[src/cpuPkg.sv]
`default_nettype none

package cpuPkg;

	// Word and field widths
	typedef logic [15:0] dataT;
	typedef logic [15:0] instrT;
	typedef logic [2:0] regAddrT;
	// Word index into either memory, also the PC
	typedef logic [7:0] memAddrT;
	typedef logic [2:0] aluOpT;
	// N, Z, C, V from bit 3 down to bit 0
	typedef logic [3:0] flagsT;
	typedef logic [1:0] resSelT;

	// Debug run control
	typedef enum logic [1:0] {
		IDLE,
		RUNNING,
		HALTED
	} runStateT;

	localparam int NUM_REGS = 8;
	localparam int IMEM_DEPTH = 256;
	localparam int DMEM_DEPTH = 256;

	// Opcodes in instr[15:12]
	localparam logic [3:0] OP_ADD = 4'd0;
	localparam logic [3:0] OP_SUB = 4'd1;
	localparam logic [3:0] OP_AND = 4'd2;
	localparam logic [3:0] OP_ORR = 4'd3;
	localparam logic [3:0] OP_XOR = 4'd4;
	localparam logic [3:0] OP_ADDI = 4'd5;
	localparam logic [3:0] OP_MOVI = 4'd6;
	localparam logic [3:0] OP_LSL = 4'd7;
	localparam logic [3:0] OP_LSR = 4'd8;
	localparam logic [3:0] OP_LDR = 4'd9;
	localparam logic [3:0] OP_STR = 4'd10;
	localparam logic [3:0] OP_BCOND = 4'd11;
	localparam logic [3:0] OP_B = 4'd12;
	localparam logic [3:0] OP_HALT = 4'd13;
	localparam logic [3:0] OP_NOP = 4'd14;
	// Unassigned, executes as NOP
	localparam logic [3:0] OP_RSVD = 4'd15;

	// Branch conditions, anything above COND_LT is always
	localparam logic [3:0] COND_EQ = 4'd0;
	localparam logic [3:0] COND_NE = 4'd1;
	localparam logic [3:0] COND_CS = 4'd2;
	localparam logic [3:0] COND_CC = 4'd3;
	localparam logic [3:0] COND_MI = 4'd4;
	localparam logic [3:0] COND_PL = 4'd5;
	localparam logic [3:0] COND_VS = 4'd6;
	localparam logic [3:0] COND_VC = 4'd7;
	localparam logic [3:0] COND_GE = 4'd8;
	localparam logic [3:0] COND_LT = 4'd9;

	// Flag bit positions
	localparam int FLAG_N = 3;
	localparam int FLAG_Z = 2;
	localparam int FLAG_C = 1;
	localparam int FLAG_V = 0;

	// ALU operations, ADDI adds the immediate instead of operand B
	localparam aluOpT ALU_ADD = 3'd0;
	localparam aluOpT ALU_SUB = 3'd1;
	localparam aluOpT ALU_AND = 3'd2;
	localparam aluOpT ALU_ORR = 3'd3;
	localparam aluOpT ALU_XOR = 3'd4;
	localparam aluOpT ALU_ADDI = 3'd5;

	// Register write sources
	localparam resSelT RES_ALU = 2'd0;
	localparam resSelT RES_SHIFT = 2'd1;
	localparam resSelT RES_IMM = 2'd2;
	localparam resSelT RES_MEM = 2'd3;

	// APB byte addresses, word index is paddr[9:2]
	localparam int APB_ADDR_W = 12;
	localparam logic [APB_ADDR_W-1:0] APB_CTRL = 12'h000;
	localparam logic [APB_ADDR_W-1:0] APB_REG_BASE = 12'h040;
	localparam logic [APB_ADDR_W-1:0] APB_IMEM_BASE = 12'h400;
	localparam logic [APB_ADDR_W-1:0] APB_DMEM_BASE = 12'h800;

endpackage

`default_nettype wire

[src/regFile.sv]
`timescale 1ns/1ps
`default_nettype none

module regFile import cpuPkg::*; (
	input wire clk,
	input wire reset,
	input wire regAddrT rdAddrA,
	input wire regAddrT rdAddrB,
	input wire regAddrT dbgAddr,
	output dataT rdDataA,
	output dataT rdDataB,
	output dataT dbgData,
	input wire we,
	input wire regAddrT wAddr,
	input wire dataT wData
);

	dataT regs [NUM_REGS];

	// Write on the rising edge, all registers clear on reset
	always_ff @(posedge clk) begin
		if (reset) begin
			for (int i = 0; i < NUM_REGS; i++) begin
				regs[i] <= '0;
			end
		end else if (we) begin
			regs[wAddr] <= wData;
		end
	end

	// Write-through so decode sees the result leaving execute this cycle
	assign rdDataA = (we && (wAddr == rdAddrA)) ? wData : regs[rdAddrA];
	assign rdDataB = (we && (wAddr == rdAddrB)) ? wData : regs[rdAddrB];

	// Debug port sees stored state only
	assign dbgData = regs[dbgAddr];

endmodule

`default_nettype wire

[config.mk]
export PLATFORM = sky130hd
export DESIGN_NAME = regFile
export DESIGN_NICKNAME = d
export VERILOG_FILES = /design/src/cpuPkg.sv /design/src/regFile.sv
export SDC_FILE = /design/constraint.sdc
export NUM_CORES = 1
export LEC_CHECK = 0
export ABC_AREA = 1
export ABC_CLOCK_PERIOD_IN_PS = 1700
export BUFFER_PORTS_ARGS = -buffer_cell sky130_fd_sc_hd__clkbuf_2
export CAP_MARGIN = 20
export CORE_MARGIN = 2
export CORE_UTILIZATION = 30
export CTS_BUF_LIST = sky130_fd_sc_hd__clkbuf_16
export CTS_CLUSTER_SIZE = 16
export DETAILED_ROUTE_END_ITERATION = 10
export GPL_ROUTABILITY_DRIVEN = 0
export GPL_TIMING_DRIVEN = 0
export PLACE_DENSITY = 0.48
export SYNTH_ARGS = -nofsm -noshare
export SYNTH_HDL_FRONTEND = slang
export SYNTH_SLANG_ARGS = --single-unit
[constraint.sdc]
create_clock -name clk -period 1.7 [get_ports clk]
set_clock_uncertainty 0.05 [all_clocks]
set_input_delay 0.34 -clock clk [delete_from_list [all_inputs] [get_ports clk]]
set_output_delay 0.34 -clock clk [all_outputs]
set_load 0.01 [all_outputs]
## Word-level counts from Yosys, hierarchy flattened

Memory sizes are Yosys's and may differ from the RTL's.
Index checks and enable logic that the tools add are counted.

- Input bits: 31
- Output and inout port bits: 48
- Memories: 1
- Flip-flop bits (word level): 0
- RAM bits: 128

- Reductions and logical operators: 3
- Eq/ne operators: 2
- Multiplexer cells: 10

Memories:

| name | words | width | read ports | clocked after Yosys merged registers in | write ports | line | text |
|---|---|---|---|---|---|---|---|
| regs | 8 | 16 | 3 | 0 | 8 | regFile.sv:18 | `dataT regs [NUM_REGS];` |

Operators by type and width:

| cell | number |
|---|---|
| $mux W16 | 3 |
| $reduce_or A16 Y1 | 1 |
| $eq A3 B3 Y1 | 2 |
| $mux W1 | 6 |
| $mux W3 | 1 |
| $logic_and A1 B1 Y1 | 2 |

## Logic depth before layout (Yosys ltp)

- Word-level depth: 5
- Depth in mapped cells: 10
- Gate-level depth less buffers: 8

## Worst setup path after synthesis

Ideal clock, no wire load.

- Kind: input-to-reg
- Start point: input reset
- End point: memory regs[1][0] (netlist bit), enable pin
- Cell stages on the path: 6
- Buffers on the path: 1
- Arrival time: 1.402 ns
- Path slack: -0.124 ns
- Cells stage by stage: inv_2 nand2_1 nor2_2 nand2_2 buf_2 nand2_1

RTL lines:

| item | line | text |
|---|---|---|
| from (decl) | regFile.sv:6 | `input wire reset,` |
| to (decl) | regFile.sv:18 |  |

==> flow_summary.ini <==
[run_status]
outcome = finished, violations left
violations = negative setup slack

[route]
ant_nets = 0
wl_per_cell_um = 21.9
drt_iter0_markers = 1209
drt-vias-per-instance = 5.46
drtPass1Iterations = 5
drt-total-wl_mm = 39.8
dr_total_vias = 9904
drc = 0

[worst_setup_path]
arrival_ps = 1520
crit_top_cell = nand3_2
path_cells = inv_2 -> nand2_2 -> nand3_2 -> nand3_2 -> nand3_2 -> nand2_1 -> buf_2
critPathRequiredTime_ps = 1310
path_class = reg2out
worst_setup_path_end_kind = primary output
cp_slowest_cell = edfxtp_1
cpPeakStageDelay_ps = 410
critPathLaunchType = register
cp_max_fo = 2

[floorplanning]
fp.dieW_um = 175
fp.dieH_um = 175
core.rowCount = 62
core_area_mm2 = 0.0289
io_pins = 79
die_area_mm2 = 0.0308
initial_core_util_pct = 30.6

[clock_tree]
ctsHoldBuffers = 0
clkTransAtPathRegs_ps = 60
cts_buffer_depth = 2
htreeDepth = 4
numCtsBuffers = 17
cts-root-buf = clkbuf_16
cts_tree = built
numClockSinks = 128

[finish]
antenna_cells = 0
area_growth_syn_to_layout_pct = 38.6
drive_gt1_share_pct = 39.6
largest_reg_flops = 128
final_area_mm2 = 0.0122
regMostFlops = regs
fin_nets = 1449
largestRegisters = regs x128

[timing]
setup_ws_ps = -207
fin_crit_sh_pct = 112
final_hold_viol_count = 0
relSlewSlack_pct = 68.0
setup-tns-final_ps = -7140
finalSetupViolations = 48
worstMarginPinSlew_ps = 480
min_period_ps = 1910
maxSlewViolCount = 0
max_freq_ghz = 0.524
rsz0062_at_grt = yes

[synthesis]
syn_avg_cell_area_um2 = 6.79
ys_top_cells_by_area = edfxtp_1 44%, nand2_1 18%, nand3_1 13%, inv_1 6.4%, nor2_1 5.8%
synth_top_area_cell = edfxtp_1
syn_nets = 1330
synth_cells = 1299
yosys_warnings = 0
ys_seq_elements = 128
syn_area_mm2 = 0.00882
post_synth_num_cell_types = 16
synth-seq-area-share_pct = 43.6
yosysTopAreaCellShare_pct = 43.6

[global_route]
gr-total-overflow = 0
grt_pass1_wl_mm = 57.9
grt_start_max_net_pins = 17
grtUsageTotal_pct = 25.4
antenna_found_initial = 0
grt_pass1_vias = 9229

[power_and_ir_drop]
ir_worst_vdd_mv = 0.640
netSwitchingPower_mw = 3.35
combPwrFrac_pct = 25.1
p_total_mw = 10.2
leakagePower_nw = 5.66
p_clk_share_pct = 37.7
pwr_density_cell_mw_per_mm2 = 835
seq_power_share_pct = 37.1
p_int_mw = 6.86
swShare_pct = 32.8

[job]
maxCapViolCount = 0

[placed_design]
post_dp_cell_area_mm2 = 0.00966
dp_hpwl_mm = 28.4
post-place-ws_ps = -1140
io_buffers = 72

[worst_hold_path]
hp-class = in2reg
==> worst max-delay path: cells and delay by family, from the launching register on <==
kind / cells / cell delay [ps]
simple gates: 5 / 440
flops: 1 / 410
buf+inv: 2 / 220
==> power by group through the flow <==
stage               logic, mW  registers (mW)  clock network, mW
floorplan                1.13            3.79                  0
global placement         1.88            3.82                  0
detailed placement       1.89            3.83                  0
CTS                      2.25            3.78               3.86
global route             2.72            3.81               4.00
finish                   2.56            3.79               3.85
==> cell type report <==
cell class	instances	area [um2]
multi-input combinational	929	5110
buffer	83	790
inverter	159	644
sequential	128	3840
tap	384	480
clock buffer	17	425
fill	3015	16600
timing repair buffer	100	764
clock inverter	15	169
==> path summary, 6_finish.rpt <==
path | cells after the start | slack [ps] | start | end
hold / removal | 3 | 400 | wData[10] | regs[2][10]
setup / recovery | 7 | -210 | regs[7][7] | rdDataA[7]
==> routing by layer <==
metal / global-route usage (%) / up-vias / share of wire (%) / routed length (um)
met5: 0 / - / 0 / 0
met1: 35.3 / 4785 / 43 / 17000
met3: 4.52 / 102 / 9.9 / 3920
met4: 10.5 / 0 / 4.2 / 1680
li1: - / 4428 / - / -
met2: 39.1 / 589 / 43 / 17200
==> metrics by stage <==
stage	util [%]	std cells	hold slack, ps
3_5_place_dp	33.5	1755	839
5_1_grt	42.4	1815	425
2_1_floorplan	-	1299	579
3_3_place_gp	33.5	1755	832
6_report	42.4	1815	403
4_1_cts	39.8	1801	399
==> Yosys cell counts <==
library cell and count:
clkbuf_1 24, edfxtp_1 128, nand3_1 222, inv_2 8, nand2_2 10, buf_6 2, inv_4 1, buf_4 9
nor2_2 4, a21oi_1 64, inv_1 150, buf_1 4, nor2_1 137, o21ai_0 64, buf_2 44, nand2_1 428
==> what timing repair did <==
action,in CTS,in global routing
endpoints found under the hold margin,0,0
endpoints found under the setup margin,176,155
resized for setup,385,238
setup buffers,12,13
pin swaps,125,101
gates cloned,2,1
==> placed cells by master, fill, tap and decap left out <==
cell type   synthesis  routed
nor2_4              0       4
clkinv_4            0       3
buf_4               9      36
nand3_1           222      88
o21ai_0            64      19
nor2_2              4       3
edfxtp_1          128     128
a21oi_2             0      24
inv_4               1       2
inv_2               8     105
clkinv_1            0       3
nand3_4             0       7
buf_12              0       4
buf_2              44      28
inv_6               0       4
inv_12              0       1
o21ai_1             0      40
clkinvlp_4          0       3
nand2_4             0       5
o21ai_2             0       5
clkinv_2            0       2
nand2_8             0       8
buf_8               0       9
inv_1             150      46
clkbuf_8            0       7
clkbuf_2            0      45
nand2_1           428     366
inv_8               0       2
a21oi_1            64      40
nand3_2             0     127
clkbuf_16           0      19
buf_16              0       1
clkbuf_4            0      12
nor2_1            137     134
buf_6               2      39
bufinv_16           0       3
nand2_2            10      59
==> logic make-up (layout without fill, tap and decap cells) <==
group / after synthesis / in the layout / share of synthesized area [%]
compound gates: 128 / 128 / 7.26
buf+inv: 242 / 374 / 11.5
flops: 128 / 128 / 43.6
simple gates: 801 / 801 / 37.6
No activity file was read; power rests on OpenSTA's default activity.
