$ cat config.mk
export PLATFORM = sky130hd
export DESIGN_NAME = writeBack
export DESIGN_NICKNAME = d
export VERILOG_FILES = /design/src/cpuPkg.sv /design/src/writeBack.sv
export SDC_FILE = /design/constraint.sdc
export NUM_CORES = 2
export LEC_CHECK = 0
export ABC_CLOCK_PERIOD_IN_PS = 4770
export BUFFER_PORTS_ARGS = -buffer_cell sky130_fd_sc_hd__buf_2
export CORE_MARGIN = 5
export CORE_UTILIZATION = 35
export CTS_CLUSTER_SIZE = 16
export DETAILED_ROUTE_END_ITERATION = 8
export PLACE_DENSITY_LB_ADDON = 0.15
export SKIP_CTS_REPAIR_TIMING = 1
export SYNTH_ARGS = -nofsm -noshare
export SYNTH_HDL_FRONTEND = slang
export SYNTH_SLANG_ARGS = --single-unit
$ cat constraint.sdc
create_clock -name clk -period 4.77 [get_ports clk]
set_input_delay 0.477 -clock clk [delete_from_list [all_inputs] [get_ports clk]]
set_output_delay 0.477 -clock clk [all_outputs]
set_load 0.1 [all_outputs]
$ cat src/cpuPkg.sv
`default_nettype none

package cpuPkg;

	// Word and field widths
	typedef logic [15:0] dataT;
	typedef logic [15:0] instrT;
	typedef logic [2:0] regAddrT;
	// Word index into either memory, also the PC
	typedef logic [7:0] memAddrT;
	typedef logic [2:0] aluOpT;
	// N, Z, C, V from bit 3 down to bit 0
	typedef logic [3:0] flagsT;
	typedef logic [1:0] resSelT;

	// Debug run control
	typedef enum logic [1:0] {
		IDLE,
		RUNNING,
		HALTED
	} runStateT;

	localparam int NUM_REGS = 8;
	localparam int IMEM_DEPTH = 256;
	localparam int DMEM_DEPTH = 256;

	// Opcodes in instr[15:12]
	localparam logic [3:0] OP_ADD = 4'd0;
	localparam logic [3:0] OP_SUB = 4'd1;
	localparam logic [3:0] OP_AND = 4'd2;
	localparam logic [3:0] OP_ORR = 4'd3;
	localparam logic [3:0] OP_XOR = 4'd4;
	localparam logic [3:0] OP_ADDI = 4'd5;
	localparam logic [3:0] OP_MOVI = 4'd6;
	localparam logic [3:0] OP_LSL = 4'd7;
	localparam logic [3:0] OP_LSR = 4'd8;
	localparam logic [3:0] OP_LDR = 4'd9;
	localparam logic [3:0] OP_STR = 4'd10;
	localparam logic [3:0] OP_BCOND = 4'd11;
	localparam logic [3:0] OP_B = 4'd12;
	localparam logic [3:0] OP_HALT = 4'd13;
	localparam logic [3:0] OP_NOP = 4'd14;
	// Unassigned, executes as NOP
	localparam logic [3:0] OP_RSVD = 4'd15;

	// Branch conditions, anything above COND_LT is always
	localparam logic [3:0] COND_EQ = 4'd0;
	localparam logic [3:0] COND_NE = 4'd1;
	localparam logic [3:0] COND_CS = 4'd2;
	localparam logic [3:0] COND_CC = 4'd3;
	localparam logic [3:0] COND_MI = 4'd4;
	localparam logic [3:0] COND_PL = 4'd5;
	localparam logic [3:0] COND_VS = 4'd6;
	localparam logic [3:0] COND_VC = 4'd7;
	localparam logic [3:0] COND_GE = 4'd8;
	localparam logic [3:0] COND_LT = 4'd9;

	// Flag bit positions
	localparam int FLAG_N = 3;
	localparam int FLAG_Z = 2;
	localparam int FLAG_C = 1;
	localparam int FLAG_V = 0;

	// ALU operations, ADDI adds the immediate instead of operand B
	localparam aluOpT ALU_ADD = 3'd0;
	localparam aluOpT ALU_SUB = 3'd1;
	localparam aluOpT ALU_AND = 3'd2;
	localparam aluOpT ALU_ORR = 3'd3;
	localparam aluOpT ALU_XOR = 3'd4;
	localparam aluOpT ALU_ADDI = 3'd5;

	// Register write sources
	localparam resSelT RES_ALU = 2'd0;
	localparam resSelT RES_SHIFT = 2'd1;
	localparam resSelT RES_IMM = 2'd2;
	localparam resSelT RES_MEM = 2'd3;

	// APB byte addresses, word index is paddr[9:2]
	localparam int APB_ADDR_W = 12;
	localparam logic [APB_ADDR_W-1:0] APB_CTRL = 12'h000;
	localparam logic [APB_ADDR_W-1:0] APB_REG_BASE = 12'h040;
	localparam logic [APB_ADDR_W-1:0] APB_IMEM_BASE = 12'h400;
	localparam logic [APB_ADDR_W-1:0] APB_DMEM_BASE = 12'h800;

endpackage

`default_nettype wire

$ cat src/writeBack.sv
`timescale 1ns/1ps
`default_nettype none

module writeBack import cpuPkg::*; (
	input wire clk,
	input wire exValid,
	input wire exMemWrite,
	input wire exRegWrite,
	input wire resSelT exResSel,
	input wire regAddrT exWaddr,
	input wire dataT exImm,
	input wire dataT exStoreData,
	input wire dataT aluResult,
	input wire dataT shiftResult,
	input wire memAddrT dbgMemAddr,
	output dataT dbgMemData,
	output logic regWe,
	output regAddrT regWaddr,
	output dataT regWdata
);

	dataT dmem [DMEM_DEPTH];
	memAddrT memAddr;
	logic memWe;
	dataT memData;

	// Word address from the ALU sum
	assign memAddr = aluResult[7:0];
	assign memWe = exValid && exMemWrite;

	always_ff @(posedge clk) begin
		if (memWe) begin
			dmem[memAddr] <= exStoreData;
		end
	end

	// Combinational reads for LDR and the debug window
	assign memData = dmem[memAddr];
	assign dbgMemData = dmem[dbgMemAddr];

	// Result select
	always_comb begin
		case (exResSel)
			RES_SHIFT: regWdata = shiftResult;
			RES_IMM: regWdata = exImm;
			RES_MEM: regWdata = memData;
			default: regWdata = aluResult;
		endcase
	end

	assign regWe = exValid && exRegWrite;
	assign regWaddr = exWaddr;

endmodule

`default_nettype wire
Word level (Yosys, flattened, before mapping):

Memory sizes are Yosys's and may differ from the RTL's.
Cells that the tools add are included.

* register bits: 0
* memory bits (writable): 4096
* memories: 1

Memories
* dmem: words 256, bits a word 16, read ports 2, clocked after memory_dff 0, wr ports 1, line writeBack.sv:22 `dataT dmem [DMEM_DEPTH];`

* equality and inequality tests: 3
* multiplexer cells: 3
* reduce and logical (&&, ||, !) cells: 2

Operators by type and width (count)
* $pmux 16 s3: 1
* $eq 2x2->1 const B: 2
* $eq 2x1->1 const B: 1
* $logic_and 1x1->1: 2
* $mux 1: 2

Depth between registers and ports, before layout:

* word-level depth: 3
* depth in mapped cells: 12
* gate-level depth less buffers: 7

Worst setup path before layout:

No wires, ideal clock.

* path kind: input -> output
* start: input aluResult[0]
* end: output regWdata[3]
* arrival time: 3678 ps
* data required time: 4293 ps
* path slack: 615 ps
* stages on the path: 11
* buffers on the path: 5
* cells stage by stage: buf_6 buf_8 buf_6 buf_4 nand4_1 buf_2 o22ai_1 nor4_1 nand3_1 a221o_1 a21oi_1

* cells in the longest elaborated chain, start to end: 2

Ends and longest elaborated chain
* start, declared: line writeBack.sv:13 `input wire dataT aluResult,`
* $mem_v2 256x16
* $pmux 16 s3: line writeBack.sv:43 `case (exResSel)`
* end, declared: line writeBack.sv:19 `output dataT regWdata`

No other way between the ends.

==> impl_metrics.py <==
metrics = {
    "outcome": {
        "status": "finished, violations left",
        "failed_checks": "setup timing",
    },
    "hold_path": {
        "min_to": "dmem[76][4]$_DFFE_PP_",
        "hold_path.class": "in -> reg",
        "whs_path_depth": 1,
        "hold_start": "exStoreData[4]",
    },
    "global_route": {
        "grtUsageTotal_pct": 26.8,
        "grt_pass1_vias": 113000,
        "grt-ovfl-total": 0,
        "antenna_found_initial": 75,
        "grt_pass1_wl_um": 1010000,
        "grt_max_degree": 171,
    },
    "clock_tree": {
        "root_buffer": "clkbuf_16",
        "cts_buffers": 461,
        "htreeDepth": 5,
        "cts_buffer_depth": 4,
        "cts_tree": "yes",
        "cts_sinks": 4096,
        "clkTransAtPathRegs_ns": 0.06,
    },
    "critical_path": {
        "crit_chain": "mux4_2 > a22oi_1 > a21oi_1 > nor4_2 > buf_4 > o22ai_2 > buf_12 > or2_1 > buf_12",
        "required_ns": 4.29,
        "critPathSlowestCell": "nor4_2",
        "slowest_delay_ns": 0.60,
        "worstPathArrival_ns": 4.44,
        "path_max_fanout": 2,
        "cpMostUsedCell": "buf_12",
        "endpoint_kind": "output port",
        "worst-setup-path-type": "reg -> out",
        "crit_path_start_kind": "flop",
    },
    "flow_run": {
        "drv_cap": 0,
    },
    "power_and_ir_drop": {
        "power_leakage_nw": 69.3,
        "comb_power_share_pct": 10.0,
        "power_mw": 83.2,
        "sw_frac_of_total_pct": 24.7,
        "intPower_mw": 62.7,
        "seq_power_share_pct": 47.7,
        "clkPwrFrac_pct": 42.3,
        "peakVddDrop_mv": 0.308,
        "p_per_area_nw_per_um2": 376,
        "switching_power_mw": 20.5,
    },
    "floorplan": {
        "rows": 268,
        "die_h_um": 741,
        "die_w_um": 741,
        "die_area_um2": 549000,
        "start_util_pct": 35.1,
        "io_pins": 117,
        "core_area_um2": 532000,
    },
    "cells_and_area": {
        "largest_reg_flops": 4096,
        "reg_top3": "dmem: 4096 flops",
        "drive_gt1_share_pct": 39.8,
        "postLayoutCellArea_um2": 221000,
        "fin_util_pct": 41.6,
        "area_growth_pct": 18.4,
        "layout.nets": 10500,
        "max_flop_register": "dmem",
    },
    "timing": {
        "hold_viol_final": 0,
        "tns_ns": -0.562,
        "setup_viol": 8,
        "post-route-period-util_pct": 103,
        "worst_slew_pin_slew_ns": 1.42,
        "slew_violations": 0,
        "setup_ws_ns": -0.148,
        "relSlewSlack_pct": 5.65,
        "fmax_mhz": 203,
        "period_minus_slack_ns": 4.92,
        "rsz0062_at_grt": "true",
    },
    "drt": {
        "first_pass_iters": 7,
        "routedWlPerCell_um": 42.4,
        "dr_wl_met3_um": 83700,
        "drt_iter0_markers": 17400,
        "wl_met1_um": 299000,
        "top_layer": "met5",
        "viasPerCell": 6.37,
        "drc_errors": 0,
        "wirelength_um": 757000,
        "wl_met2_um": 343000,
        "drtAntennaViolNets": 0,
        "vias": 114000,
    },
    "logic_synthesis": {
        "avgSynthCellArea_um2": 19.9,
        "mappedNetlistArea_um2": 187000,
        "synth_cell_types": 59,
        "synth-async-reset-ratio_pct": 0,
        "seq_area_frac_synth_pct": 65.8,
        "synth_flop_cell": "edfxtp_1",
        "ys_seq_elements": 4096,
        "syn_inst": 9413,
        "synth_edf_count": 4096,
        "yosys_warnings": 0,
        "syn_nets": 9494,
    },
    "place": {
        "dp_hpwl_um": 518000,
        "gp_congestion": 0.987,
        "placed_cell_area_um2": 206000,
        "port_buffers": 110,
    },
}
[worst max-delay path by stage]
stage,slack (ns),startpoint,cells after the start,end
floorplan,0.61,aluResult[0],11,regWdata[3]
global placement,-0.93,aluResult[0],10,regWdata[8]
detailed placement,-0.94,aluResult[0],10,regWdata[8]
CTS,-0.95,dbgMemAddr[0],12,dbgMemData[10]
global route,-0.12,dmem[175][9]$_DFFE_PP_,9,dbgMemData[9]
finish,-0.15,dmem[175][9]$_DFFE_PP_,9,dbgMemData[9]
[worst max-delay path: cells and delay by family (launching register included)]
kind | cells | cell delay (ns)
and+or+nand+nor | 2 | 1.05
buffers and inverters | 3 | 0.70
muxes | 1 | 0.56
AOI/OAI and AO/OA | 3 | 0.73
DFF | 1 | 0.39
[layer usage]
| layer | up-vias | track usage [%] |
|---|---|---|
| met5 | - | 0 |
| met3 | 1076 | 6.85 |
| li1 | 43500 | - |
| met4 | 30 | 9.11 |
| met1 | 62100 | 37.3 |
| met2 | 6971 | 41.1 |
[cells in the final DEF (no fill, tap or decap), drive strengths merged, types with 12 or more instances in the layout]
cell / n
nand2: 127
a31oi: 20
nor3: 18
clkinvlp: 19
bufinv: 41
or2: 20
o31a: 14
a21oi: 332
o22ai: 205
nor4: 96
diode: 30
mux4: 1896
o21ai: 54
and4b: 15
a22oi: 748
nor2: 357
a22o: 33
clkinv: 228
a221o: 29
dlygate4sd3: 12
edfxtp: 4096
o211ai: 48
buf: 1332
o221ai: 30
nand3: 39
inv: 15
mux2i: 247
clkbuf: 556
mux2: 73
a221oi: 31
o22a: 15
[cell families (layout without fill, tap and decap cells)]
family | count (synthesis) | in the layout | synth area share (%)
compound gates | 1574 | 1574 | 5.78
other cells | 0 | 30 | 0
flops | 4096 | 4096 | 65.8
mux | 2216 | 2216 | 24.6
buf+inv | 811 | 2203 | 2.02
simple gates | 716 | 716 | 1.76
[power groups by stage]
stage,registers (mW),clock network (mW),logic (mW)
3_5_place_dp,40.4,0,8.13
3_3_place_gp,40.4,0,8.09
4_1_cts,39.7,35.7,8.15
5_1_grt,39.6,37.2,8.49
6_report,39.7,35.2,8.34
2_1_floorplan,40.4,0,3.68
[stage by stage]
step | setup slack [ns] | hold slack [ns] | instances
finish | -0.148 | 0.0392 | 17900
detailed placement | -0.937 | 0.903 | 17000
floorplan | 0.615 | 0.576 | 9413
global route | -0.124 | 0.0113 | 17800
CTS | -0.953 | -0.220 | 17800
global placement | -0.928 | 0.898 | 17000
[cell usage after synthesis (5+ instances only)]
master	number	area share, %
a21oi_1	332	0.89
a221o_1	29	0.16
a221oi_1	31	0.15
a22o_1	33	0.15
a22oi_1	748	3.0
a31oi_1	20	0.067
and2_1	5	0.017
and4b_1	15	0.080
buf_1	54	0.11
buf_2	238	0.64
buf_4	54	0.22
buf_6	27	0.16
clkbuf_1	430	0.86
edfxtp_1	4096	66
mux2_2	73	0.44
mux2i_1	247	1.3
mux4_2	1896	23
nand2_1	126	0.25
nand2b_1	9	0.030
nand3_1	39	0.10
nand4_1	6	0.020
nor2_1	357	0.72
nor2b_1	9	0.030
nor3_1	18	0.048
nor4_1	96	0.32
o211ai_1	48	0.19
o21ai_0	52	0.14
o221ai_1	30	0.14
o22a_1	15	0.070
o22ai_1	205	0.69
o31a_1	14	0.066
or2_1	16	0.054
[cell type report]
cell class	count	area, um2
fill	46800	311000
sequential	4096	123000
tap	7020	8780
timing repair buffer	1350	13300
multi-input combinational	4506	61400
clock buffer	550	12000
inverter	5	22.5
clock inverter	298	2680
antenna	30	75.1
Power figures use the tool's default switching activity.
