--- src/cpuPkg.sv ---
`default_nettype none

package cpuPkg;

	// Word and field widths
	typedef logic [15:0] dataT;
	typedef logic [15:0] instrT;
	typedef logic [2:0] regAddrT;
	// Word index into either memory, also the PC
	typedef logic [7:0] memAddrT;
	typedef logic [2:0] aluOpT;
	// N, Z, C, V from bit 3 down to bit 0
	typedef logic [3:0] flagsT;
	typedef logic [1:0] resSelT;

	// Debug run control
	typedef enum logic [1:0] {
		IDLE,
		RUNNING,
		HALTED
	} runStateT;

	localparam int NUM_REGS = 8;
	localparam int IMEM_DEPTH = 256;
	localparam int DMEM_DEPTH = 256;

	// Opcodes in instr[15:12]
	localparam logic [3:0] OP_ADD = 4'd0;
	localparam logic [3:0] OP_SUB = 4'd1;
	localparam logic [3:0] OP_AND = 4'd2;
	localparam logic [3:0] OP_ORR = 4'd3;
	localparam logic [3:0] OP_XOR = 4'd4;
	localparam logic [3:0] OP_ADDI = 4'd5;
	localparam logic [3:0] OP_MOVI = 4'd6;
	localparam logic [3:0] OP_LSL = 4'd7;
	localparam logic [3:0] OP_LSR = 4'd8;
	localparam logic [3:0] OP_LDR = 4'd9;
	localparam logic [3:0] OP_STR = 4'd10;
	localparam logic [3:0] OP_BCOND = 4'd11;
	localparam logic [3:0] OP_B = 4'd12;
	localparam logic [3:0] OP_HALT = 4'd13;
	localparam logic [3:0] OP_NOP = 4'd14;
	// Unassigned, executes as NOP
	localparam logic [3:0] OP_RSVD = 4'd15;

	// Branch conditions, anything above COND_LT is always
	localparam logic [3:0] COND_EQ = 4'd0;
	localparam logic [3:0] COND_NE = 4'd1;
	localparam logic [3:0] COND_CS = 4'd2;
	localparam logic [3:0] COND_CC = 4'd3;
	localparam logic [3:0] COND_MI = 4'd4;
	localparam logic [3:0] COND_PL = 4'd5;
	localparam logic [3:0] COND_VS = 4'd6;
	localparam logic [3:0] COND_VC = 4'd7;
	localparam logic [3:0] COND_GE = 4'd8;
	localparam logic [3:0] COND_LT = 4'd9;

	// Flag bit positions
	localparam int FLAG_N = 3;
	localparam int FLAG_Z = 2;
	localparam int FLAG_C = 1;
	localparam int FLAG_V = 0;

	// ALU operations, ADDI adds the immediate instead of operand B
	localparam aluOpT ALU_ADD = 3'd0;
	localparam aluOpT ALU_SUB = 3'd1;
	localparam aluOpT ALU_AND = 3'd2;
	localparam aluOpT ALU_ORR = 3'd3;
	localparam aluOpT ALU_XOR = 3'd4;
	localparam aluOpT ALU_ADDI = 3'd5;

	// Register write sources
	localparam resSelT RES_ALU = 2'd0;
	localparam resSelT RES_SHIFT = 2'd1;
	localparam resSelT RES_IMM = 2'd2;
	localparam resSelT RES_MEM = 2'd3;

	// APB byte addresses, word index is paddr[9:2]
	localparam int APB_ADDR_W = 12;
	localparam logic [APB_ADDR_W-1:0] APB_CTRL = 12'h000;
	localparam logic [APB_ADDR_W-1:0] APB_REG_BASE = 12'h040;
	localparam logic [APB_ADDR_W-1:0] APB_IMEM_BASE = 12'h400;
	localparam logic [APB_ADDR_W-1:0] APB_DMEM_BASE = 12'h800;

endpackage

`default_nettype wire

--- src/apbDebug.sv ---
`timescale 1ns/1ps
`default_nettype none

module apbDebug import cpuPkg::*; (
	input wire clk,
	input wire reset,
	input wire psel,
	input wire penable,
	input wire pwrite,
	input wire logic [APB_ADDR_W-1:0] paddr,
	input wire dataT pwdata,
	output dataT prdata,
	output logic pready,
	output logic pslverr,
	input wire haltSeen,
	output logic run,
	output logic start,
	output logic imemWe,
	output memAddrT imemAddr,
	output instrT imemData,
	output regAddrT dbgRegAddr,
	output memAddrT dbgMemAddr,
	input wire dataT dbgRegData,
	input wire dataT dbgMemData
);

	runStateT state;
	logic setup, access;
	logic ctrlHit, regHit, imemHit, dmemHit;
	logic accessErr;
	dataT readData;

	assign setup = psel && !penable;
	assign access = psel && penable;

	// Address decode
	assign ctrlHit = (paddr == APB_CTRL);
	assign regHit = (paddr[APB_ADDR_W-1:5] == APB_REG_BASE[APB_ADDR_W-1:5]);
	assign imemHit = (paddr[APB_ADDR_W-1:10] == APB_IMEM_BASE[APB_ADDR_W-1:10]);
	assign dmemHit = (paddr[APB_ADDR_W-1:10] == APB_DMEM_BASE[APB_ADDR_W-1:10]);

	// Register and data windows are read-only, program window write-only
	always_comb begin
		if (ctrlHit) begin
			accessErr = 1'b0;
		end else if (regHit || dmemHit) begin
			accessErr = pwrite;
		end else if (imemHit) begin
			accessErr = !pwrite || (state == RUNNING);
		end else begin
			accessErr = 1'b1;
		end
	end

	// Debug read mux
	always_comb begin
		if (ctrlHit) begin
			readData = {14'b0, (state == HALTED), (state == RUNNING)};
		end else if (regHit) begin
			readData = dbgRegData;
		end else if (dmemHit) begin
			readData = dbgMemData;
		end else begin
			readData = '0;
		end
	end

	// Response captured in setup, presented through the access phase
	always_ff @(posedge clk) begin
		if (reset) begin
			prdata <= '0;
			pslverr <= 1'b0;
		end else if (setup) begin
			prdata <= pwrite ? '0 : readData;
			pslverr <= accessErr;
		end else if (access) begin
			prdata <= '0;
			pslverr <= 1'b0;
		end
	end

	// No wait states
	assign pready = 1'b1;

	assign dbgRegAddr = paddr[4:2];
	assign dbgMemAddr = paddr[9:2];

	// Program load commits on the edge ending an error-free access
	assign imemWe = access && pwrite && imemHit && !pslverr;
	assign imemAddr = paddr[9:2];
	assign imemData = pwdata;

	assign start = access && pwrite && ctrlHit && pwdata[0];

	// Run control, start wins over a halt in the same cycle
	always_ff @(posedge clk) begin
		if (reset) begin
			state <= IDLE;
		end else if (start) begin
			state <= RUNNING;
		end else if ((state == RUNNING) && haltSeen) begin
			state <= HALTED;
		end
	end

	// Fetch stops already in the cycle HALT executes
	assign run = (state == RUNNING) && !haltSeen;

endmodule

`default_nettype wire

--- config.mk ---
export PLATFORM = sky130hd
export DESIGN_NAME = apbDebug
export DESIGN_NICKNAME = d
export VERILOG_FILES = /design/src/cpuPkg.sv /design/src/apbDebug.sv
export SDC_FILE = /design/constraint.sdc
export NUM_CORES = 1
export LEC_CHECK = 0
export BUFFER_PORTS_ARGS = -buffer_cell sky130_fd_sc_hd__clkbuf_2
export CAP_MARGIN = 20
export CORE_ASPECT_RATIO = 0.9
export CORE_MARGIN = 3
export CORE_UTILIZATION = 37
export DETAILED_ROUTE_END_ITERATION = 12
export PLACE_DENSITY = 0.8
export SYNTH_ARGS = -nofsm -noshare
export SYNTH_HDL_FRONTEND = slang
export SYNTH_SLANG_ARGS = --single-unit
--- constraint.sdc ---
create_clock -name clk -period 1.5 [get_ports clk]
set_input_delay 0.15 -clock clk [delete_from_list [all_inputs] [get_ports clk]]
set_output_delay 0.15 -clock clk [all_outputs]
set_load 0.005 [all_outputs]
# Word level (Yosys, flattened, before mapping)
# Cells that the tools add are included.
# W data, S select, Z words.
[totals]
register_bits = 19
in_bits = 66
output_inout_bits = 56
elab_cells = 41
[op_classes]
n_eq_ne = 5
muxes = 13
n_reduce_logical = 19
[ops]
columns = ["operator", "count"]
rows = [
  ["$mux W16", 6],
  ["$logic_not A12 Y1", 1],
  ["$logic_and A1 B1 Y1", 9],
  ["$eq A7 B2 Y1 const B", 1],
  ["$mux W1", 7],
  ["$eq A2 B1 Y1 const B", 2],
  ["$eq A2 B2 Y1 const B", 2],
  ["$logic_not A1 Y1", 4],
  ["$reduce_bool A2 Y1", 2],
  ["$logic_or A1 B1 Y1", 2],
  ["$reduce_or A2 Y1", 1],
]

# Logic depth before layout (Yosys ltp)
[depth]
depth_word = 6
mapped_depth = 6
mapped_depth_nobuf = 4

# Worst setup path after synthesis
# Ideal clock, no wire load.
[synth_path]
path_type = "input-to-reg"
startpoint = "input port paddr[1]"
endpoint = "register prdata[3]"
setup_ns = 0.121
t_arrival_ns = 1.124
t_required_ns = 1.379
setup_slack_ns = 0.255
cell_stages = 4
path_buffers = 1
cell_sequence = "or4_4 -> o21ai_4 -> buf_6 -> o21ai_2"
[synth_between]
elab_chain_cells = 4
[synth_lines]
columns = ["item", "line", "rtl"]
rows = [
  ["start, declared", "apbDebug.sv:10", "input wire logic [APB_ADDR_W-1:0] paddr,"],
  ["$logic_not A12 Y1", "apbDebug.sv:37", "assign ctrlHit = (paddr == APB_CTRL);"],
  ["$mux W16", "apbDebug.sv:57", "if (ctrlHit) begin"],
  ["$mux W16", "apbDebug.sv:74", "prdata <= pwrite ? '0 : readData;"],
  ["$mux W16", "apbDebug.sv:73", "end else if (setup) begin"],
  ["end signal, assigned", "apbDebug.sv:74", ""],
  ["end, declared", "apbDebug.sv:12", "output dataT prdata,"],
]
# Every way passes these cells.
# A chain may end at the register's enable or synchronous reset.

# Worst setup path in the final report
[layout_path]
startpoint = "input port paddr[8]"
endpoint = "output port start"
[layout_between]
elab_chain_cells = 3
[layout_lines]
columns = ["item", "line", "rtl"]
rows = [
  ["$logic_not A12 Y1", "apbDebug.sv:37", ""],
  ["$logic_and A1 B1 Y1 (2 in a row)", "apbDebug.sv:93", "assign start = access && pwrite && ctrlHit && pwdata[0];"],
  ["end, declared", "apbDebug.sv:17", "output logic start,"],
]
# Every way passes these cells.

==> metrics.cfg <==
[power]
switching_power_mw=0.2793
cellLeakagePower_nw=0.7631
pwr-share-comb_pct=19.4
switching_share_pct=25.86
seqPwrFrac_pct=47.7
irDropWorstVdd_uv=523.8
p_int_mw=0.8008
p_clk_share_pct=32.9
powerDensity_nw_per_um2=653.0

[final_layout]
final_common_cell=clkbuf_2
utilization_pct=48.25
nets=275
antenna_cells=0
final_layout_size_suffix_gt1_share_pct=58.65
num-fill-cells=343
syn_to_final_growth_pct=24.13
final_cell_mix=clkbuf_2, a22oi_1, dfxtp_1

[floorplanning]
design.core.area_um2=3428
die_h_um=62.93
die-area_um2=4359
start_util_pct=38.87
die_w_um=69.26
num_io_pins=122
num_rows=20

[run_status]
status=finished clean

[yosys]
yosysTopAreaCell=dfxtp_1
synthFlopType=dfxtp_1
synthDominantCellAreaShare_pct=28.54
synth-adder-area-share_pct=0
synthXorXnorAreaFrac_pct=0
synth_edf_count=0
syn_nets=215
ys_seq_area_share_pct=28.54
synthArstFlopShare_pct=0
synth_top_family_by_area=compound AO/OA/AOI/OAI gates
post_synth.cell_area_avg_um2=8.943
syn_area_um2=1333
synthMuxAreaShare_pct=0
synth_compound_area_share_pct=32.11
synth_area_leaders=dfxtp_1, buf_4, a22oi_1
synth-seq-cells=19
yosys_warnings=0
yosys.cell_types.count=39
synth-simple-area-share_pct=14.65
synth_cells=149

[sta]
whs_ns=0.1301
skew_ns=0.001145
fmax_mhz=726.6
finalCritPeriodShare_pct=91.75
hold_viol_final=0
setup_viol=0
fin_crit_ns=1.376
slew_viol_final=0

[detailed_routing]
drc=0
antenna_left=0
vias=1273
drt_iter0_markers=47
viasPerCell=5.052
firstDrtPassIters=4
drt-total-wl_um=3353
wire_per_inst_um=13.31

[clock_tree]
clock_sinks=19
cts_tree=built
cts.htree.levels=1
cts_buffers=3
root_buffer=clkbuf_8
insertion_delay_ns=0.25
clk_pin_slew_ns=0.07
clockBufferDepth=2

[worst_setup_path]
crit_type=in -> out
arrival_ns=1.23
required_ns=1.35
path_max_fanout=3
critPathLaunchType=primary input
cp-end-kind=output port

[place]
dp_hpwl_um=2710
port_buffers=90
gp_congestion=0.8453

[global_route]
grt_pass1_vias=1232
grt_antenna_before_repair=0
grt_first_pass_wirelength_um=5444
grt_max_degree=15
grt_usage_pct=14.87
grt-ovfl-total=0

[flow_run]
drv_cap=0

[worst_hold_path]
hold_path_class=in -> reg

==> final cells by class <==
class / count / area [µm²] / share of cell area [%]
multi-input cells: 85 / 641.9 / 38.80
repair buffers: 98 / 523.0 / 31.62
flip-flops and latches: 19 / 380.4 / 23.00
well taps: 44 / 55.05 / 3.328
clock buffers: 3 / 41.29 / 2.496
inverters: 2 / 7.507 / 0.4539
clock inverters: 1 / 5.005 / 0.3026
==> sequential cells by signal, summed over array words and instances (netlist names) <==
| signal | cells |
|---|---|
| state | 2 |
| prdata | 16 |
| pslverr | 1 |
==> final timing paths <==
path                               start                endpoint  slack, ns  cells after the start
hold reg to reg   prdata[1]$_SDFFE_PP0P_  prdata[1]$_SDFFE_PP0P_       0.47                      2
hold / removal             dbgMemData[9]  prdata[9]$_SDFFE_PP0P_       0.13                      3
setup / recovery                paddr[8]                   start       0.12                      5
setup reg to reg   state[1]$_SDFFE_PP0P_    pslverr$_SDFFE_PP0P_       0.41                      4
==> metrics by stage <==
step / instances / TNS, ns / setup slack, ns / power (mW) / instance area, µm²
after floorplan: 149 / 0 / 0.2551 / 0.6665 / 1333
after global placement: 247 / 0 / 0.05669 / 0.7303 / 1585
after detailed placement: 247 / 0 / 0.04941 / 0.7337 / 1585
after CTS: 251 / 0 / 0.04853 / 1.097 / 1632
after global routing: 252 / -0.01774 / -0.01774 / 1.150 / 1654
final: 252 / 0 / 0.1237 / 1.080 / 1654
==> power by group through the flow <==
| stage | sequential [mW] | clock, mW | combinational, mW |
|---|---|---|---|
| 2_1_floorplan | 0.527 | 0 | 0.139 |
| 6_report | 0.515 | 0.356 | 0.210 |
| 5_1_grt | 0.516 | 0.400 | 0.234 |
| 3_3_place_gp | 0.527 | 0 | 0.204 |
| 4_1_cts | 0.515 | 0.374 | 0.208 |
| 3_5_place_dp | 0.527 | 0 | 0.207 |
==> per-layer routing <==
layer | GRT usage, % | wire length [µm]
met5 | 0 | 0
met4 | 1.707 | 23
met3 | 5.466 | 281
met2 | 26.07 | 1709
met1 | 17.83 | 1339
==> timing repair <==
| item | in CTS | in global routing |
|---|---|---|
| setup buffers | 0 | 1 |
| resized for setup | 0 | 2 |
| hold buffers | 0 | 0 |
| setup endpoints to repair | 0 | 1 |
==> critical path, cell delays in order <==
cell      delay [ns]
clkbuf_2        0.12
nor4_4          0.31
nand4_1         0.21
nor3_2          0.28
clkbuf_2        0.15
==> Yosys cell counts (all sizes together), types with 2 or more instances <==
master,count
buf,41
and2,2
nor4,2
a22oi,28
a21oi,3
o21ai,18
nor2b,2
nor2,6
nor4b,2
dfxtp,19
and3,2
a222oi,2
nand2,3
clkbuf,2
nor3,3
inv,2
==> logic make-up (layout without fill, tap and decap cells) <==
logic type / Yosys count / count (layout)
buffers and inverters: 45 / 104
AO/OA/AOI/OAI: 56 / 56
AND/OR/NAND/NOR: 28 / 28
other: 1 / 1
flip-flops: 19 / 19
No activity file was read; power rests on OpenSTA's default activity.
