File: src/cpuPkg.sv
`default_nettype none

package cpuPkg;

	// Word and field widths
	typedef logic [15:0] dataT;
	typedef logic [15:0] instrT;
	typedef logic [2:0] regAddrT;
	// Word index into either memory, also the PC
	typedef logic [7:0] memAddrT;
	typedef logic [2:0] aluOpT;
	// N, Z, C, V from bit 3 down to bit 0
	typedef logic [3:0] flagsT;
	typedef logic [1:0] resSelT;

	// Debug run control
	typedef enum logic [1:0] {
		IDLE,
		RUNNING,
		HALTED
	} runStateT;

	localparam int NUM_REGS = 8;
	localparam int IMEM_DEPTH = 256;
	localparam int DMEM_DEPTH = 256;

	// Opcodes in instr[15:12]
	localparam logic [3:0] OP_ADD = 4'd0;
	localparam logic [3:0] OP_SUB = 4'd1;
	localparam logic [3:0] OP_AND = 4'd2;
	localparam logic [3:0] OP_ORR = 4'd3;
	localparam logic [3:0] OP_XOR = 4'd4;
	localparam logic [3:0] OP_ADDI = 4'd5;
	localparam logic [3:0] OP_MOVI = 4'd6;
	localparam logic [3:0] OP_LSL = 4'd7;
	localparam logic [3:0] OP_LSR = 4'd8;
	localparam logic [3:0] OP_LDR = 4'd9;
	localparam logic [3:0] OP_STR = 4'd10;
	localparam logic [3:0] OP_BCOND = 4'd11;
	localparam logic [3:0] OP_B = 4'd12;
	localparam logic [3:0] OP_HALT = 4'd13;
	localparam logic [3:0] OP_NOP = 4'd14;
	// Unassigned, executes as NOP
	localparam logic [3:0] OP_RSVD = 4'd15;

	// Branch conditions, anything above COND_LT is always
	localparam logic [3:0] COND_EQ = 4'd0;
	localparam logic [3:0] COND_NE = 4'd1;
	localparam logic [3:0] COND_CS = 4'd2;
	localparam logic [3:0] COND_CC = 4'd3;
	localparam logic [3:0] COND_MI = 4'd4;
	localparam logic [3:0] COND_PL = 4'd5;
	localparam logic [3:0] COND_VS = 4'd6;
	localparam logic [3:0] COND_VC = 4'd7;
	localparam logic [3:0] COND_GE = 4'd8;
	localparam logic [3:0] COND_LT = 4'd9;

	// Flag bit positions
	localparam int FLAG_N = 3;
	localparam int FLAG_Z = 2;
	localparam int FLAG_C = 1;
	localparam int FLAG_V = 0;

	// ALU operations, ADDI adds the immediate instead of operand B
	localparam aluOpT ALU_ADD = 3'd0;
	localparam aluOpT ALU_SUB = 3'd1;
	localparam aluOpT ALU_AND = 3'd2;
	localparam aluOpT ALU_ORR = 3'd3;
	localparam aluOpT ALU_XOR = 3'd4;
	localparam aluOpT ALU_ADDI = 3'd5;

	// Register write sources
	localparam resSelT RES_ALU = 2'd0;
	localparam resSelT RES_SHIFT = 2'd1;
	localparam resSelT RES_IMM = 2'd2;
	localparam resSelT RES_MEM = 2'd3;

	// APB byte addresses, word index is paddr[9:2]
	localparam int APB_ADDR_W = 12;
	localparam logic [APB_ADDR_W-1:0] APB_CTRL = 12'h000;
	localparam logic [APB_ADDR_W-1:0] APB_REG_BASE = 12'h040;
	localparam logic [APB_ADDR_W-1:0] APB_IMEM_BASE = 12'h400;
	localparam logic [APB_ADDR_W-1:0] APB_DMEM_BASE = 12'h800;

endpackage

`default_nettype wire

File: src/execUnit.sv
`timescale 1ns/1ps
`default_nettype none

module execUnit import cpuPkg::*; (
	input wire clk,
	input wire reset,
	input wire exValid,
	input wire dataT exOpA,
	input wire dataT exOpB,
	input wire dataT exImm,
	input wire aluOpT exAluOp,
	input wire exSetFlags,
	input wire exShiftLeft,
	input wire logic [3:0] exShamt,
	input wire logic [3:0] exCond,
	input wire exBranch,
	input wire exCondBranch,
	input wire dataT exOffset,
	input wire memAddrT exPc,
	input wire exHalt,
	output dataT aluResult,
	output dataT shiftResult,
	output logic branchTaken,
	output memAddrT branchTarget,
	output logic haltSeen
);

	dataT aluB;
	logic [16:0] sum;
	logic carry, overflow;
	flagsT flags;
	logic condTrue;

	// ADDI, LDR and STR take the immediate as operand B
	assign aluB = (exAluOp == ALU_ADDI) ? exImm : exOpB;

	// ALU with carry and signed overflow
	always_comb begin
		sum = '0;
		carry = flags[FLAG_C];
		overflow = flags[FLAG_V];
		case (exAluOp)
			ALU_ADD, ALU_ADDI: begin
				sum = {1'b0, exOpA} + {1'b0, aluB};
				aluResult = sum[15:0];
				carry = sum[16];
				overflow = (exOpA[15] == aluB[15]) && (aluResult[15] != exOpA[15]);
			end
			ALU_SUB: begin
				// A plus not B plus one, carry set means no borrow
				sum = {1'b0, exOpA} + {1'b0, ~aluB} + 17'd1;
				aluResult = sum[15:0];
				carry = sum[16];
				overflow = (exOpA[15] != aluB[15]) && (aluResult[15] != exOpA[15]);
			end
			// Logic ops keep C and V
			ALU_AND: aluResult = exOpA & aluB;
			ALU_ORR: aluResult = exOpA | aluB;
			ALU_XOR: aluResult = exOpA ^ aluB;
			default: aluResult = exOpA;
		endcase
	end

	// Shifter, zero fill both ways
	assign shiftResult = exShiftLeft ? (exOpA << exShamt) : (exOpA >> exShamt);

	// NZCV register
	always_ff @(posedge clk) begin
		if (reset) begin
			flags <= '0;
		end else if (exValid && exSetFlags) begin
			flags <= {aluResult[15], (aluResult == '0), carry, overflow};
		end
	end

	// Condition test on the stored flags
	always_comb begin
		case (exCond)
			COND_EQ: condTrue = flags[FLAG_Z];
			COND_NE: condTrue = !flags[FLAG_Z];
			COND_CS: condTrue = flags[FLAG_C];
			COND_CC: condTrue = !flags[FLAG_C];
			COND_MI: condTrue = flags[FLAG_N];
			COND_PL: condTrue = !flags[FLAG_N];
			COND_VS: condTrue = flags[FLAG_V];
			COND_VC: condTrue = !flags[FLAG_V];
			COND_GE: condTrue = (flags[FLAG_N] == flags[FLAG_V]);
			COND_LT: condTrue = (flags[FLAG_N] != flags[FLAG_V]);
			default: condTrue = 1'b1;
		endcase
	end

	// Branch resolves here, target relative to the next word
	assign branchTaken = exValid && exBranch && (!exCondBranch || condTrue);
	assign branchTarget = exPc + 8'd1 + exOffset[7:0];

	assign haltSeen = exValid && exHalt;

	// A taken branch leaves a bubble behind it in execute
	branchFlush: assert property (@(posedge clk) disable iff (reset)
		branchTaken |-> exValid ##1 !exValid);

endmodule

`default_nettype wire

File: config.mk
export PLATFORM = sky130hd
export DESIGN_NAME = execUnit
export DESIGN_NICKNAME = d
export VERILOG_FILES = /design/src/cpuPkg.sv /design/src/execUnit.sv
export SDC_FILE = /design/constraint.sdc
export NUM_CORES = 1
export LEC_CHECK = 0
export ABC_CLOCK_PERIOD_IN_PS = 5800
export BUFFER_PORTS_ARGS = -buffer_cell sky130_fd_sc_hd__buf_2
export CAP_MARGIN = 20
export CORE_ASPECT_RATIO = 0.5
export CORE_UTILIZATION = 55
export DETAILED_ROUTE_END_ITERATION = 10
export GPL_ROUTABILITY_DRIVEN = 0
export HOLD_SLACK_MARGIN = 0.1
export PLACE_DENSITY_LB_ADDON = 0.1
export SLEW_MARGIN = 20
export SYNTH_ARGS = -nofsm -noshare
export SYNTH_HDL_FRONTEND = slang
export SYNTH_SLANG_ARGS = --single-unit
File: constraint.sdc
create_clock -name clk -period 5.8 [get_ports clk]
set_input_delay 0.58 -clock clk [delete_from_list [all_inputs] [get_ports clk]]
set_output_delay 0.58 -clock clk [all_outputs]
set_load 0.01 [all_outputs]
# Yosys cells after proc, flatten, opt, wreduce, memory -nomap -nowiden
# Index checks and enable logic that the tools add are counted.
# word_totals
input_bits	91
wordCells	57
output_inout_bits	42
reg_bits	4
# classes
add_sub_neg	5
shifts	2
n_reduce_logical	18
bitwise	4
n_eq_ne	20
n_mux	6
# ops
operator	n
case mux 16 bit (5 select lines)	1
adder 16 x 16 -> 17 bit	2
2-to-1 mux 16 bit	2
adder 17 x 1 -> 17 bit (second input constant)	1
AND 16 bit	1
== test 4 x 3 -> 1 bit (second input constant)	4
logical NOT 16 bit	1
NOT 16 bit	1
OR 16 bit	1
left shift 16 x 4 -> 16 bit	1
right shift 16 x 4 -> 16 bit	1
bitwise XOR 16 bit	1
case mux 1 bit (10 select lines)	1
adder 8 x 1 -> 8 bit (second input constant)	1
adder 8 bit	1
== test 4 x 2 -> 1 bit (second input constant)	2
== test 4 bit (second input constant)	2
== test 3 x 2 -> 1 bit (second input constant)	2
== test 3 bit (second input constant)	2
logical AND 1 bit	6
logical NOT 1 bit	5
== test 4 x 1 -> 1 bit (second input constant)	1
logical NOT 4 bit	1
inequality test 1 bit	4
8 further kinds	10

# Depth between registers and ports, before layout
# logic_depth
depth_word	8
depth_mapped	20
depth_no_buf	15

# Worst setup path after synthesis
# No wires, ideal clock.
# synth_timing
path_kind	input to register
from	input port exAluOp[2]
to	register flags[2]
arrival_time_ns	4.780
path_slack_ns	0.936
setup_time_ns	0.084
path_stages	20
n_path_buf	6
t_required_ns	5.716
path_cell_list	buf_4 buf_6 buf_2 buf_2 buf_1 nand3_1 buf_2 mux2_2 ha_1 inv_1 fa_1 mux2_1 o22ai_1 xor2_1 mux2_2 nor4b_2 or4b_1 nor4_1 nand4_1 o31ai_2
# synth_between
elab_chain_cells	7
elab_cells_between_ends	17
classes_between	add/sub (3); eq/ne (5); mux (2); bitwise (4); reduce/logical (3)
# synth_lines
element	line_no	source
from (decl)	execUnit.sv:11	input wire aluOpT exAluOp,
== test 3 bit	--	
2-to-1 mux 16 bit	execUnit.sv:35	assign aluB = (exAluOp == ALU_ADDI) ? exImm : exOpB;
NOT 16 bit	execUnit.sv:51	sum = {1'b0, exOpA} + {1'b0, ~aluB} + 17'd1;
adder 16 x 16 -> 17 bit	execUnit.sv:51	
adder 17 x 1 -> 17 bit	execUnit.sv:51	
case mux 16 bit (5 select lines) (*)	execUnit.sv:42	case (exAluOp)
named net aluResult[2]	execUnit.sv:21	output dataT aluResult,
logical NOT 16 bit (*)	execUnit.sv:72	flags <= {aluResult[15], (aluResult == '0), carry, overflow};
to (signal assigned)	execUnit.sv:72	
to (decl)	execUnit.sv:31	flagsT flags;
# Mark *: on every way through the listed nets, which the timed path passes. The rest lies on a longest branch.
# A chain may end at the register's enable or synchronous reset.

# Final worst setup path
# layout_timing
from	input port exAluOp[1]
to	output port aluResult[14]
# layout_between
elab_chain_cells	6
elab_cells_between_ends	16
classes_between	add/sub (3); eq/ne (5); mux (2); bitwise (4); reduce/logical (2)
# layout_lines
element	line_no
== test 3 bit	--
2-to-1 mux 16 bit	execUnit.sv:35
NOT 16 bit	execUnit.sv:51
adder 16 x 16 -> 17 bit	execUnit.sv:51
adder 17 x 1 -> 17 bit	execUnit.sv:51
case mux 16 bit (5 select lines) (*)	execUnit.sv:42
to (decl)	execUnit.sv:21
# Every way passes the cells marked *; elsewhere a longest branch is shown, timed or not.

==> results.yml <==
outcome:
  status: "complete, no violations"
clock_network:
  cts_tree: "built"
  clockBufferDepth: 2
  h-tree-depth: 1
  cts_hold_buffers: 0
  cts.sinks: 4
  cts_made_buffers: 3
  root_buffer: "clkbuf_16"
  path_clk_slew_ps: 30
  post_cts_resized: 0
  cts_setup_buffers: 0
  clock_latency_ps: 220
synth:
  synth_area_mm2: 0.004725
  synth_top_area_share_pct: 14.57
  avgSynthCellArea_um2: 6.437
  synth_top_area_cell: "ha_1"
  yosysSeqAreaShare_pct: 1.695
  syn_inst: 734
  synthDistinctLibCells: 75
  ys_async_sr_fraction_pct: 0
  ys_ff_latch: 4
  ys.flop_type: "dfxtp_1"
  syn-num-nets: 883
  netlist_top_cells_area: "ha_1 15%, a21oi_1 8.9%, nor2_1 7.1%, o21ai_0 6.3%, inv_1 5.4%"
  synth_warnings: 0
  synth-edff-count: 0
critical_path:
  setup.worst_path.end_class: "primary output"
  required_ps: 5220
  cp_max_fo: 9
  crit_arrival_ps: 3930
  critPathLaunchType: "primary input"
  slowest_delay_ps: 430
  cp_cell_sequence: "buf_2, inv_1, nand3_1, buf_4, mux2_2, ha_1, inv_1, fa_1, nand2b_1, a221oi_1, o31a_2, o41ai_2, o21ai_0, a21oi_1, nor2_1, o221a_2, buf_2"
  path_buf_inv: 5
  cp_slowest_cell: "fa_1"
  path_class: "in2out"
  critPathTopFamily: "compound AO/OA/AOI/OAI gates"
floorplan:
  initial_utilization_pct: 57.81
  die_x_um: 133.1
  die_area_mm2: 0.008987
  io_pins: 133
  core.rowCount: 23
  die_h_um: 67.54
  coreArea_mm2: 0.008173
placement:
  dp.cells: 932
  place_area_mm2: 0.005328
  dp_hpwl_mm: 12.04
  io_buffers: 124
detailed_routing:
  drt-total-wl_mm: 15.48
  dr.pass1.iters: 5
  drc: 0
  dr_total_vias: 5898
  drt.antenna.violating_nets: 0
  vias_per_cell: 6.308
  drtIter0Drc: 674
  wire_per_inst_um: 16.55
layout:
  final_core_util_pct: 66.11
  multi_input_area_mm2: 0.004160
  stdcell_count: 935
  top_regs: "flags x4"
  nFillCells: 792
  regMostFlops: "flags"
  drive_above_1_share_pct: 21.39
  area_delta_synth_final_pct: 14.35
  final_area_mm2: 0.005403
  seq_area_um2: 80.08
  largest_reg_flops: 4
  nNetsFinal: 974
  antenna_cells: 0
pwr:
  p_leak_nw: 2.542
  finalPower_mw: 0.6980
  power.density_mw_per_mm2: 129.2
  vdd_drop_max_uv: 110.8
sta:
  min_period_ps: 4509
  fmax_mhz: 221.8
  setup_viol: 0
  drv_slew: 0
  grt_setup_unrepaired: "false"
  post-route-period-util_pct: 77.74
  slew_headroom_pct: 40.94
  fin_tns_setup_ps: 0
  clock_skew_ps: 0
  finalHoldViolCount: 0
  tightest_slew_ps: 882.6
grt:
  overflow: 0
  grt_usage_pct: 32.85
  grtUsageMet2_pct: 50.85
  grt_pass1_wl_mm: 23.65
  grt_antenna_before_repair: 0
  grt_max_degree: 50
  grt.busiest_layer: "met2"
  use_met3_pct: 4.279
  grt_pass1_vias: 4730
  use_met1_pct: 48.80
job:
  cap_violations: 0
min_path:
  hold_path_class: "reg2reg"
## cells in the final DEF, fill, tap and decap left out, types with 11 or more instances in the layout
cell type,synthesis,routed
nand2b_1,11,11
a21oi_1,84,84
mux2_2,19,19
o21ai_0,59,59
buf_2,9,124
mux2i_1,16,16
o211ai_1,14,14
nand2_1,58,58
ha_1,55,55
nor2_1,89,89
inv_1,68,68
nor3_1,13,13
a31oi_1,12,12
a211oi_1,12,12
## cells in the mapped netlist, drive strengths merged, types with 4 or more instances
cell type	instances
nor2	89
a21oi	84
inv	69
o21ai	59
nand2	58
ha	55
clkbuf	29
mux2	20
buf	17
mux2i	16
o211ai	14
a211oi	13
nor3	13
a31oi	12
nand2b	11
o31ai	11
a21o	10
nor2b	10
nand3	9
o22ai	9
a211o	8
or2	8
xnor2	8
o21bai	7
o311ai	6
xor2	6
and2	5
nand4	5
o21a	5
or3	5
a221oi	4
dfxtp	4
nor4	4
## logic make-up after synthesis
group / Yosys count / synth area share [%]
DFF: 4 / 1.695
buffers and inverters: 117 / 10.25
muxes: 36 / 8.157
AOI/OAI and AO/OA: 280 / 39.62
adders and majority gates: 58 / 15.84
xor gates and xnor gates: 14 / 2.595
and+or+nand+nor: 225 / 21.85
## layer usage
| layer | up-vias | wire (um) | part of all wire (%) |
|---|---|---|---|
| li1 | 2835 | - | - |
| met1 | 2654 | 7309 | 47 |
| met2 | 383 | 6239 | 40 |
| met3 | 26 | 1742 | 11 |
| met4 | 0 | 182 | 1.2 |
| met5 | - | 0 | 0 |
## worst register-to-register path, delay by kind of cell, from the launching register on
kind / cells / cell delay [ps]
AO/OA/AOI/OAI: 2 / 280
flip-flops: 1 / 340
## path summary, 6_finish.rpt
check                           slack (ps)  cells past startpoint                  start                     to
worst max-delay path                  1290                     17             exAluOp[1]          aluResult[14]
worst min-delay path                   490                      2  flags[1]$_SDFFE_PP0P_  flags[1]$_SDFFE_PP0P_
worst max register to register        5090                      2  flags[3]$_SDFFE_PP0P_  flags[3]$_SDFFE_PP0P_
worst min register to register         490                      2  flags[1]$_SDFFE_PP0P_  flags[1]$_SDFFE_PP0P_
## final cells by class
class	instances	share of cell area, %
Multi-Input combinational cell	613	77.00
Timing Repair Buffer	132	12.60
Inverter	71	4.933
Sequential cell	4	1.482
Clock buffer	3	1.390
Tap cell	112	2.594
## per-stage QoR
stage | hold WS (ps) | setup WS (ps)
global placement | 465.5 | 1440
finish | 486.3 | 1291
floorplan | 447.0 | 936.1
CTS | 483.6 | 1382
detailed placement | 481.8 | 1391
global route | 539.8 | 1008
## report_power, final
group | internal (mW) | switching (mW) | total (mW) | leakage, nW
clock | 0.0880 | 0.0183 | 0.106 | 0.0370
sequential | 0.0288 | 0.000777 | 0.0296 | 0.0326
combinational | 0.220 | 0.342 | 0.562 | 2.47
total | 0.337 | 0.361 | 0.698 | 2.54
No activity file was read; power rests on OpenSTA's default activity.
